**src/source/pkt_pkg.sv**
```systemverilog
`default_nettype none

package pkt_pkg;

    // Beat geometry
    localparam int DATA_BYTES = 4;
    // Unused trailing bytes, valid on eop only
    localparam int MTY_WID = 2;

    // Metadata
    localparam int IN_META_WID = 3;
    localparam int NUM_PORTS = 2;
    localparam int PORT_WID = 1;
    localparam int OUT_META_WID = PORT_WID + IN_META_WID;

    // Per-port buffering
    localparam int FIFO_DEPTH = 16;
    localparam int FIFO_PTR_WID = 4;

    typedef logic [DATA_BYTES*8-1:0] pkt_data_t;
    typedef logic [MTY_WID-1:0]      pkt_mty_t;
    typedef logic [IN_META_WID-1:0]  in_meta_t;
    // Source port in the top bit
    typedef logic [OUT_META_WID-1:0] out_meta_t;
    typedef logic [PORT_WID-1:0]     port_id_t;

    typedef enum logic {
        IDLE,
        IN_PACKET
    } merge_state_t;

endpackage : pkt_pkg

`default_nettype wire

```
**src/source/packet_intf.sv**
```systemverilog
`timescale 1ns/1ps
`default_nettype none

interface packet_intf
    import pkt_pkg::*;
();
    logic      vld;
    logic      rdy;
    pkt_data_t data;
    logic      eop;
    pkt_mty_t  mty;
    logic      err;
    in_meta_t  meta;

    // Sender side
    modport tx(
        output vld,
        input  rdy,
        output data,
        output eop,
        output mty,
        output err,
        output meta
    );

    // Receiver side
    modport rx(
        input  vld,
        output rdy,
        input  data,
        input  eop,
        input  mty,
        input  err,
        input  meta
    );

endinterface : packet_intf

`default_nettype wire

```
**src/source/packet_fifo.sv**
```systemverilog
`timescale 1ns/1ps
`default_nettype none

module packet_fifo
    import pkt_pkg::*;
(
    input  logic      clk,
    input  logic      reset,
    input  logic      in_vld,
    output logic      in_rdy,
    input  pkt_data_t in_data,
    input  logic      in_eop,
    input  pkt_mty_t  in_mty,
    input  logic      in_err,
    input  in_meta_t  in_meta,
    packet_intf.tx    to_rx
);

    // Beat storage
    pkt_data_t data_mem [FIFO_DEPTH];
    logic      eop_mem  [FIFO_DEPTH];
    pkt_mty_t  mty_mem  [FIFO_DEPTH];
    logic      err_mem  [FIFO_DEPTH];
    in_meta_t  meta_mem [FIFO_DEPTH];

    logic [FIFO_PTR_WID-1:0] wr_ptr;
    logic [FIFO_PTR_WID-1:0] rd_ptr;
    // One bit wider than the pointers to reach a full count
    logic [FIFO_PTR_WID:0]   count;
    logic                    push;
    logic                    pop;

    // Ready from state only, never from in_vld
    assign in_rdy = (count < (FIFO_PTR_WID + 1)'(FIFO_DEPTH));
    assign push   = in_vld && in_rdy;
    assign pop    = to_rx.vld && to_rx.rdy;

    always_ff @(posedge clk) begin
        if (push) begin
            data_mem[wr_ptr] <= in_data;
            eop_mem[wr_ptr]  <= in_eop;
            mty_mem[wr_ptr]  <= in_mty;
            err_mem[wr_ptr]  <= in_err;
            meta_mem[wr_ptr] <= in_meta;
        end
    end

    always_ff @(posedge clk) begin
        if (reset) begin
            wr_ptr <= '0;
            rd_ptr <= '0;
            count  <= '0;
        end else begin
            if (push) begin
                wr_ptr <= wr_ptr + 1'b1;
            end
            if (pop) begin
                rd_ptr <= rd_ptr + 1'b1;
            end
            case ({push, pop})
                2'b10:   count <= count + 1'b1;
                2'b01:   count <= count - 1'b1;
                default: count <= count;
            endcase
        end
    end

    // Head beat straight from the storage flops
    assign to_rx.vld  = (count != '0);
    assign to_rx.data = data_mem[rd_ptr];
    assign to_rx.eop  = eop_mem[rd_ptr];
    assign to_rx.mty  = mty_mem[rd_ptr];
    assign to_rx.err  = err_mem[rd_ptr];
    assign to_rx.meta = meta_mem[rd_ptr];

    // A full FIFO must not take another beat
    a_no_write_when_full: assert property (
        @(posedge clk) disable iff (reset)
        (count == (FIFO_PTR_WID + 1)'(FIFO_DEPTH)) |=> (wr_ptr == $past(wr_ptr))
    ) else $error("packet_fifo: write while full");

    a_count_range: assert property (
        @(posedge clk) disable iff (reset)
        (count <= (FIFO_PTR_WID + 1)'(FIFO_DEPTH))
    ) else $error("packet_fifo: count out of range");

    // Pointer distance tracks the count
    a_ptr_consistent: assert property (
        @(posedge clk) disable iff (reset)
        ((wr_ptr - rd_ptr) == count[FIFO_PTR_WID-1:0])
    ) else $error("packet_fifo: pointers disagree with count");

endmodule : packet_fifo

`default_nettype wire

```
**src/source/packet_merge.sv**
```systemverilog
`timescale 1ns/1ps
`default_nettype none

module packet_merge
    import pkt_pkg::*;
(
    input  logic      clk,
    input  logic      reset,
    packet_intf.rx    from_tx0,
    packet_intf.rx    from_tx1,
    output logic      out_vld,
    input  logic      out_rdy,
    output pkt_data_t out_data,
    output logic      out_eop,
    output pkt_mty_t  out_mty,
    output logic      out_err,
    output out_meta_t out_meta
);

    logic      port_vld  [NUM_PORTS];
    pkt_data_t port_data [NUM_PORTS];
    logic      port_eop  [NUM_PORTS];
    pkt_mty_t  port_mty  [NUM_PORTS];
    logic      port_err  [NUM_PORTS];
    in_meta_t  port_meta [NUM_PORTS];

    merge_state_t state;
    port_id_t     last_port;
    port_id_t     rr_pick;
    port_id_t     grant;
    logic         xfer;

    // Gather inputs into arrays indexed by port
    assign port_vld[0]  = from_tx0.vld;
    assign port_data[0] = from_tx0.data;
    assign port_eop[0]  = from_tx0.eop;
    assign port_mty[0]  = from_tx0.mty;
    assign port_err[0]  = from_tx0.err;
    assign port_meta[0] = from_tx0.meta;

    assign port_vld[1]  = from_tx1.vld;
    assign port_data[1] = from_tx1.data;
    assign port_eop[1]  = from_tx1.eop;
    assign port_mty[1]  = from_tx1.mty;
    assign port_err[1]  = from_tx1.err;
    assign port_meta[1] = from_tx1.meta;

    // Round robin, search starts after the last served port
    always_comb begin
        port_id_t cand;
        logic     found;
        rr_pick = last_port;
        found   = 1'b0;
        for (int i = 1; i <= NUM_PORTS; i++) begin
            cand = port_id_t'((int'(last_port) + i) % NUM_PORTS);
            if (!found && port_vld[cand]) begin
                rr_pick = cand;
                found   = 1'b1;
            end
        end
    end

    // Locked once a packet's first beat is offered
    assign grant = (state == IN_PACKET) ? last_port : rr_pick;
    assign xfer  = out_vld && out_rdy;

    always_ff @(posedge clk) begin
        if (reset) begin
            state     <= IDLE;
            last_port <= port_id_t'(NUM_PORTS - 1);
        end else begin
            case (state)
                // A stalled first beat also locks the grant
                IDLE:      if (out_vld && !(out_rdy && out_eop)) state <= IN_PACKET;
                IN_PACKET: if (xfer && out_eop) state <= IDLE;
                default:   state <= IDLE;
            endcase
            if (out_vld) begin
                last_port <= grant;
            end
        end
    end

    assign out_vld  = port_vld[grant];
    assign out_data = port_data[grant];
    assign out_eop  = port_eop[grant];
    assign out_mty  = port_mty[grant];
    assign out_err  = port_err[grant];
    assign out_meta = {grant, port_meta[grant]};

    assign from_tx0.rdy = out_rdy && (grant == port_id_t'(0));
    assign from_tx1.rdy = out_rdy && (grant == port_id_t'(1));

    // Grant held from the first offered beat until eop transfers
    a_grant_held: assert property (
        @(posedge clk) disable iff (reset)
        ((state == IN_PACKET) || out_vld) && !(xfer && out_eop)
            |=> (grant == $past(grant))
    ) else $error("packet_merge: grant changed inside a packet");

    // Stalled output holds every field
    a_out_stable: assert property (
        @(posedge clk) disable iff (reset)
        out_vld && !out_rdy |=> out_vld && $stable(out_data) && $stable(out_eop)
            && $stable(out_mty) && $stable(out_err) && $stable(out_meta)
    ) else $error("packet_merge: output changed while stalled");

endmodule : packet_merge

`default_nettype wire

```
**src/source/pkt_aggregator.sv**
```systemverilog
`timescale 1ns/1ps
`default_nettype none

module pkt_aggregator
    import pkt_pkg::*;
(
    input  logic      clk,
    input  logic      reset,

    input  logic      in0_vld,
    output logic      in0_rdy,
    input  pkt_data_t in0_data,
    input  logic      in0_eop,
    input  pkt_mty_t  in0_mty,
    input  logic      in0_err,
    input  in_meta_t  in0_meta,

    input  logic      in1_vld,
    output logic      in1_rdy,
    input  pkt_data_t in1_data,
    input  logic      in1_eop,
    input  pkt_mty_t  in1_mty,
    input  logic      in1_err,
    input  in_meta_t  in1_meta,

    output logic      out_vld,
    input  logic      out_rdy,
    output pkt_data_t out_data,
    output logic      out_eop,
    output pkt_mty_t  out_mty,
    output logic      out_err,
    output out_meta_t out_meta
);

    // FIFO to merge links
    packet_intf fifo0_link ();
    packet_intf fifo1_link ();

    packet_fifo i_packet_fifo0 (
        .clk     (clk),
        .reset   (reset),
        .in_vld  (in0_vld),
        .in_rdy  (in0_rdy),
        .in_data (in0_data),
        .in_eop  (in0_eop),
        .in_mty  (in0_mty),
        .in_err  (in0_err),
        .in_meta (in0_meta),
        .to_rx   (fifo0_link.tx)
    );

    packet_fifo i_packet_fifo1 (
        .clk     (clk),
        .reset   (reset),
        .in_vld  (in1_vld),
        .in_rdy  (in1_rdy),
        .in_data (in1_data),
        .in_eop  (in1_eop),
        .in_mty  (in1_mty),
        .in_err  (in1_err),
        .in_meta (in1_meta),
        .to_rx   (fifo1_link.tx)
    );

    packet_merge i_packet_merge (
        .clk      (clk),
        .reset    (reset),
        .from_tx0 (fifo0_link.rx),
        .from_tx1 (fifo1_link.rx),
        .out_vld  (out_vld),
        .out_rdy  (out_rdy),
        .out_data (out_data),
        .out_eop  (out_eop),
        .out_mty  (out_mty),
        .out_err  (out_err),
        .out_meta (out_meta)
    );

endmodule : pkt_aggregator

`default_nettype wire

```
**config.mk**
```make
export PLATFORM = sky130hd
export DESIGN_NAME = pkt_aggregator
export DESIGN_NICKNAME = d
export VERILOG_FILES = /design/src/source/pkt_pkg.sv /design/src/source/packet_intf.sv /design/src/source/packet_fifo.sv /design/src/source/packet_merge.sv /design/src/source/pkt_aggregator.sv
export SDC_FILE = /design/constraint.sdc
export NUM_CORES = 1
export LEC_CHECK = 0
export BUFFER_PORTS_ARGS = -buffer_cell sky130_fd_sc_hd__buf_4
export CORE_MARGIN = 10
export CORE_UTILIZATION = 40
export CTS_BUF_LIST = sky130_fd_sc_hd__clkbuf_4 sky130_fd_sc_hd__clkbuf_8 sky130_fd_sc_hd__clkbuf_16
export DETAILED_ROUTE_END_ITERATION = 8
export REMOVE_ABC_BUFFERS = 1
export SYNTH_ARGS = -nofsm -noshare
export SYNTH_HDL_FRONTEND = slang
export SYNTH_SLANG_ARGS = --single-unit
export TNS_END_PERCENT = 20
```
**constraint.sdc**
```tcl
create_clock -name clk -period 6.1 [get_ports clk]
set_clock_uncertainty 0.05 [all_clocks]
set_input_delay 0.915 -clock clk [delete_from_list [all_inputs] [get_ports clk]]
set_output_delay 0.915 -clock clk [all_outputs]
set_load 0.01 [all_outputs]
```
[Yosys cells after proc, flatten, opt, wreduce, memory -nomap -nowiden]
Memory sizes are Yosys's and may differ from the RTL's. A register that Yosys moved wholly into a read port is not among the register bits.
Cells that the tools add are included.
W data, S select, Z words.
Word-level totals
  register bits after elaboration: 28
  latch bits: 0
  memory bits (writable): 1248
  memory bits (read-only): 0
  input bits: 83
  output and inout bits: 43
  word-level logic and storage cells: 116
  memories kept: 10
Operators by class
  add/sub/neg operators: 10
  multiply operators: 0
  divide/modulo/power cells: 0
  $lt $le $gt $ge: 5
  equal/unequal tests: 4
  shifts and indexed selects: 0
  multiplexer cells: 57
  bitwise gates (word level): 5
  reduce and logical (&&, ||, !) cells: 17
Memory list
  i_packet_fifo0.data_mem: words 16, bits a word 32, read ports 1, clocked after memory_dff 1, wr ports 1, line packet_fifo.sv:20  | pkt_data_t data_mem [FIFO_DEPTH];
  i_packet_fifo1.data_mem: words 16, bits a word 32, read ports 1, clocked after memory_dff 1, wr ports 1, line packet_fifo.sv:20
  i_packet_fifo0.meta_mem: words 16, bits a word 3, read ports 1, clocked after memory_dff 1, wr ports 1, line packet_fifo.sv:24  | in_meta_t meta_mem [FIFO_DEPTH];
  i_packet_fifo1.meta_mem: words 16, bits a word 3, read ports 1, clocked after memory_dff 1, wr ports 1, line packet_fifo.sv:24
  i_packet_fifo0.mty_mem: words 16, bits a word 2, read ports 1, clocked after memory_dff 1, wr ports 1, line packet_fifo.sv:22  | pkt_mty_t mty_mem [FIFO_DEPTH];
  i_packet_fifo1.mty_mem: words 16, bits a word 2, read ports 1, clocked after memory_dff 1, wr ports 1, line packet_fifo.sv:22
  +4 memories
Operators with widths (count)
  $mux W32: 3
  $mux W4: 20
  $mux W1: 25
  $pmux W5 S2: 2
  $add A4 B1 Y4 const B: 4
  $logic_and A1 B1 Y1: 11
  $add A5 B1 Y5 const B: 2
  $lt A5 B5 Y1 const B: 2
  $reduce_bool A5 Y1: 2
  $sub A5 B1 Y5 const B: 2
  $mux W3: 3
  $ge A2 B2 Y1 const B: 3
  $mux W2: 3
  $not A1 Y2: 3
  $eq A2 B1 Y1 const B: 2
  $eq A2 B2 Y1 const B: 2
  $reduce_bool A2 Y1: 2
  $add A1 B1 Y1 const B: 2
  $logic_not A1 Y1: 2
  $not A1 Y1: 2
  $pmux W1 S2: 1

[Longest topological paths before layout]
  depth in word-level cells: 19
  depth in mapped cells: 13
  mapped depth without buffers: 12

[By module]
From an unflattened synthesis, not the netlist that was laid out.
Unflattened totals
  cell total of the unflattened synthesis: 2239
  area total of the unflattened synthesis: 49274.8 µm²
By module, submodules not included
  packet_fifo: times used 2, cells each 1085, area each 24297.1 µm², seq. area each 19078.3 µm²
  packet_merge: times used 1, cells each 69, area each 680.7 µm², seq. area each 40.0 µm²

[Least setup slack after synthesis]
OpenSTA, ideal clock, no wires.
  path kind: in2reg
  start point: input port in1_vld
  end point: memory i_packet_fifo1.data_mem[3][0] (netlist bit), enable pin
  setup time: 484 ps
  data arrival time: 4176 ps
  data required time: 5566 ps
  setup slack: 1390 ps
  stages: 4
  path buffers: 1
  cells stage by stage: nor2b_1 > clkbuf_1 > nand2_1 > nor3_1
On the way
  longest elaborated chain between the ends: 3
RTL lines
  start, declared: line pkt_aggregator.sv:18  | input logic in1_vld,
  $logic_and A1 B1 Y1: line packet_fifo.sv:35  | assign push = in_vld && in_rdy;
  $mux W1: line packet_fifo.sv:39  | if (push) begin
  $mux W1 (not written as such): line packet_fifo.sv:40  | data_mem[wr_ptr] <= in_data;
  end, declared: line packet_fifo.sv:20
No other way between the ends.

==> out/metrics.yaml <==
gr-total-overflow: 0
holdBufCountCts: 0
cts-root-buf: "clkbuf_16"
fin_nets: 2328
yosysTopAreaCellShare: 0.741
grt_pass1_wl_um: 165000
final_util: 0.459
postRouteAntennaNets: 0
fillers: 10200
path_cells: "buf_4 -> mux4_1 -> mux4_2 -> mux2_2 -> buf_4"
vias_per_cell: 5.58
min_path_type: "input port to flip-flop"
clk_pin_slew_ns: 0.06
p_sw_mw: 5.50
end_kind: "output port"
fin_tns_setup_ns: 0
synth_edf_count: 1248
track_usage: 0.160
start_util: 0.403
rsz0062_at_grt: "no"
ir_worst_vdd_v: 0.000343
synth_seq_area_share: 0.755
grt_max_degree: 109
worst_setup_path_start_kind: "flip-flop"
layout-drive-gt1-share: 0.282
max_cap_violations: 0
min_from: "in1_mty[0]"
postSynthAreaPerCell_um2: 25.0
cts_inserted_buffers: 133
drt_iter0_drc: 2278
seqPwrFrac: 0.459
synthCells: 2020
clock-sinks: 1284
pin_count: 126
cts_setup_buffers: 0
syn_to_final_growth_pct: 13.9
rows: 130
fin_crit_ns: 4.91
p_per_area_mw_per_mm2: 386
insertion_delay_ns: 0.73
status: "finished clean"
slew_viol_final: 0
layout_common_cells: "edfxtp_1, mux4_1, mux4_2"
cp_data_required_time_ns: 5.13
netlist_area_mm2: 0.0506
period_share: 0.805
ctsResizeCount: 0
synth.area.top_cells: "edfxtp_1, mux4_1, mux4_2"
swShare: 0.248
post-route-drc-count: 0
die_area_mm2: 0.141
relSlewSlack: 0.289
ys_types: 54
die_w_um: 376
hpwl_um: 62500
p_clk_frac: 0.357
final_hold_viol_count: 0
dr_total_vias: 22300
setup-violations-final: 0
path_buf_inv: 2
ys_ff_latch: 1284
ys_warn_count: 0
path_delay_family: "multiplexers"
drtPass1Iterations: 5
worst_slew_pin_slew_ns: 1.06
layout_commonest_cell: "edfxtp_1"
synth_area_leader_cell: "edfxtp_1"
globalplace.congestion: 0.730
core-area_mm2: 0.126
cts_tree: "yes"
antenna_found_initial: 18
cts-htree-levels: 4
critPathMaxStageDelay_ns: 0.93
fmax_mhz: 204
worstPathArrival_ns: 3.95
port_buffers: 125
die_h_um: 376
async_flop_share: 0
cp_common_cell: "buf_4"
comb_power_share: 0.184
critPathKind: "flip-flop to output port"
wire_per_inst_um: 28.5
routed_wl_um: 114000
p_leak_nw: 18.1
path_max_fanout: 45
crit_slowest_cell: "dfxtp_4"
whs_ns: 0.424
cts_buffer_depth: 3
synthFlopType: "edfxtp_1"
r2r_start: "i_packet_fifo1.count[1]"
internal_power_mw: 16.7
grt_pass1_vias: 23200
## routing by layer
metal,track usage,routed length (um)
met5,0,118
met2,0.268,57400
met4,0.0462,2340
met3,0.0347,6710
met1,0.211,47100
## cells by family (layout without fill, tap and decap cells)
group | count (synthesis) | count (layout) | synth area share
and+or+nand+nor | 119 | 119 | 0.0109
muxes | 436 | 436 | 0.201
AOI/OAI and AO/OA | 29 | 29 | 0.00433
buffers and inverters | 115 | 428 | 0.0209
xor gates and xnor gates | 21 | 21 | 0.00364
other | 0 | 5 | 0
adders and majority gates | 16 | 16 | 0.00396
DFF | 1284 | 1284 | 0.755
## layout make-up
cell class,instances,area [um^2],share of cell area
inverter,12,45.0,0.000782
multi-input combinational,621,11500,0.200
timing repair buffer,177,1390,0.0242
sequential,1284,38200,0.664
clock buffer,170,3660,0.0636
tap,1650,2060,0.0358
clock inverter,69,669,0.0116
antenna,5,12.5,0.000217
## synthesized netlist by cell type, types with 12 or more instances
cell / number
dfxtp_1: 36
buf_6: 12
mux4_2: 179
edfxtp_1: 1248
mux2_2: 15
buf_12: 22
nand2_1: 19
xor2_1: 14
buf_2: 15
mux2_4: 24
mux4_1: 210
nor2_1: 60
clkbuf_1: 32
ha_1: 16
## power by group through the flow
stage / logic, mW / registers (mW) / clock network (mW)
2_1_floorplan: 2.58 / 10.6 / 0
3_3_place_gp: 4.07 / 10.4 / 0
3_5_place_dp: 4.13 / 10.4 / 0
4_1_cts: 4.14 / 10.2 / 8.13
5_1_grt: 4.32 / 10.2 / 8.46
6_report: 4.08 / 10.2 / 7.94
## stage by stage
stage               power (mW)  setup slack, ns  std cells  cell area, um^2
floorplan                 13.1            -1.54       1917            49600
global placement          14.5             1.98       3744            53300
detailed placement        14.5             1.86       3744            53300
CTS                       22.5             1.07       3983            57600
global route              23.0             1.02       3987            57600
finish                    22.2             1.19       3988            57600
## registers in the layout, summed over array words and instances (netlist names), 32 cells and up, named ones only
signal,flops
i_packet_fifo1.data_mem,512
i_packet_fifo1.mty_mem,32
i_packet_fifo1.meta_mem,48
i_packet_fifo0.data_mem,512
i_packet_fifo0.meta_mem,48
i_packet_fifo0.mty_mem,32
## path summary, 6_finish.rpt
check | end | slack (ns) | depth (start not counted)
worst max register to register | i_packet_fifo0.count[4] | 2.52 | 12
worst min-delay path | i_packet_fifo1.mty_mem[9][0] | 0.42 | 1
worst max-delay path | out_data[19] | 1.19 | 5
worst min register to register | i_packet_fifo1.rd_ptr[3] | 0.47 | 2
Note: power is estimated with default switching activity, not from simulation.
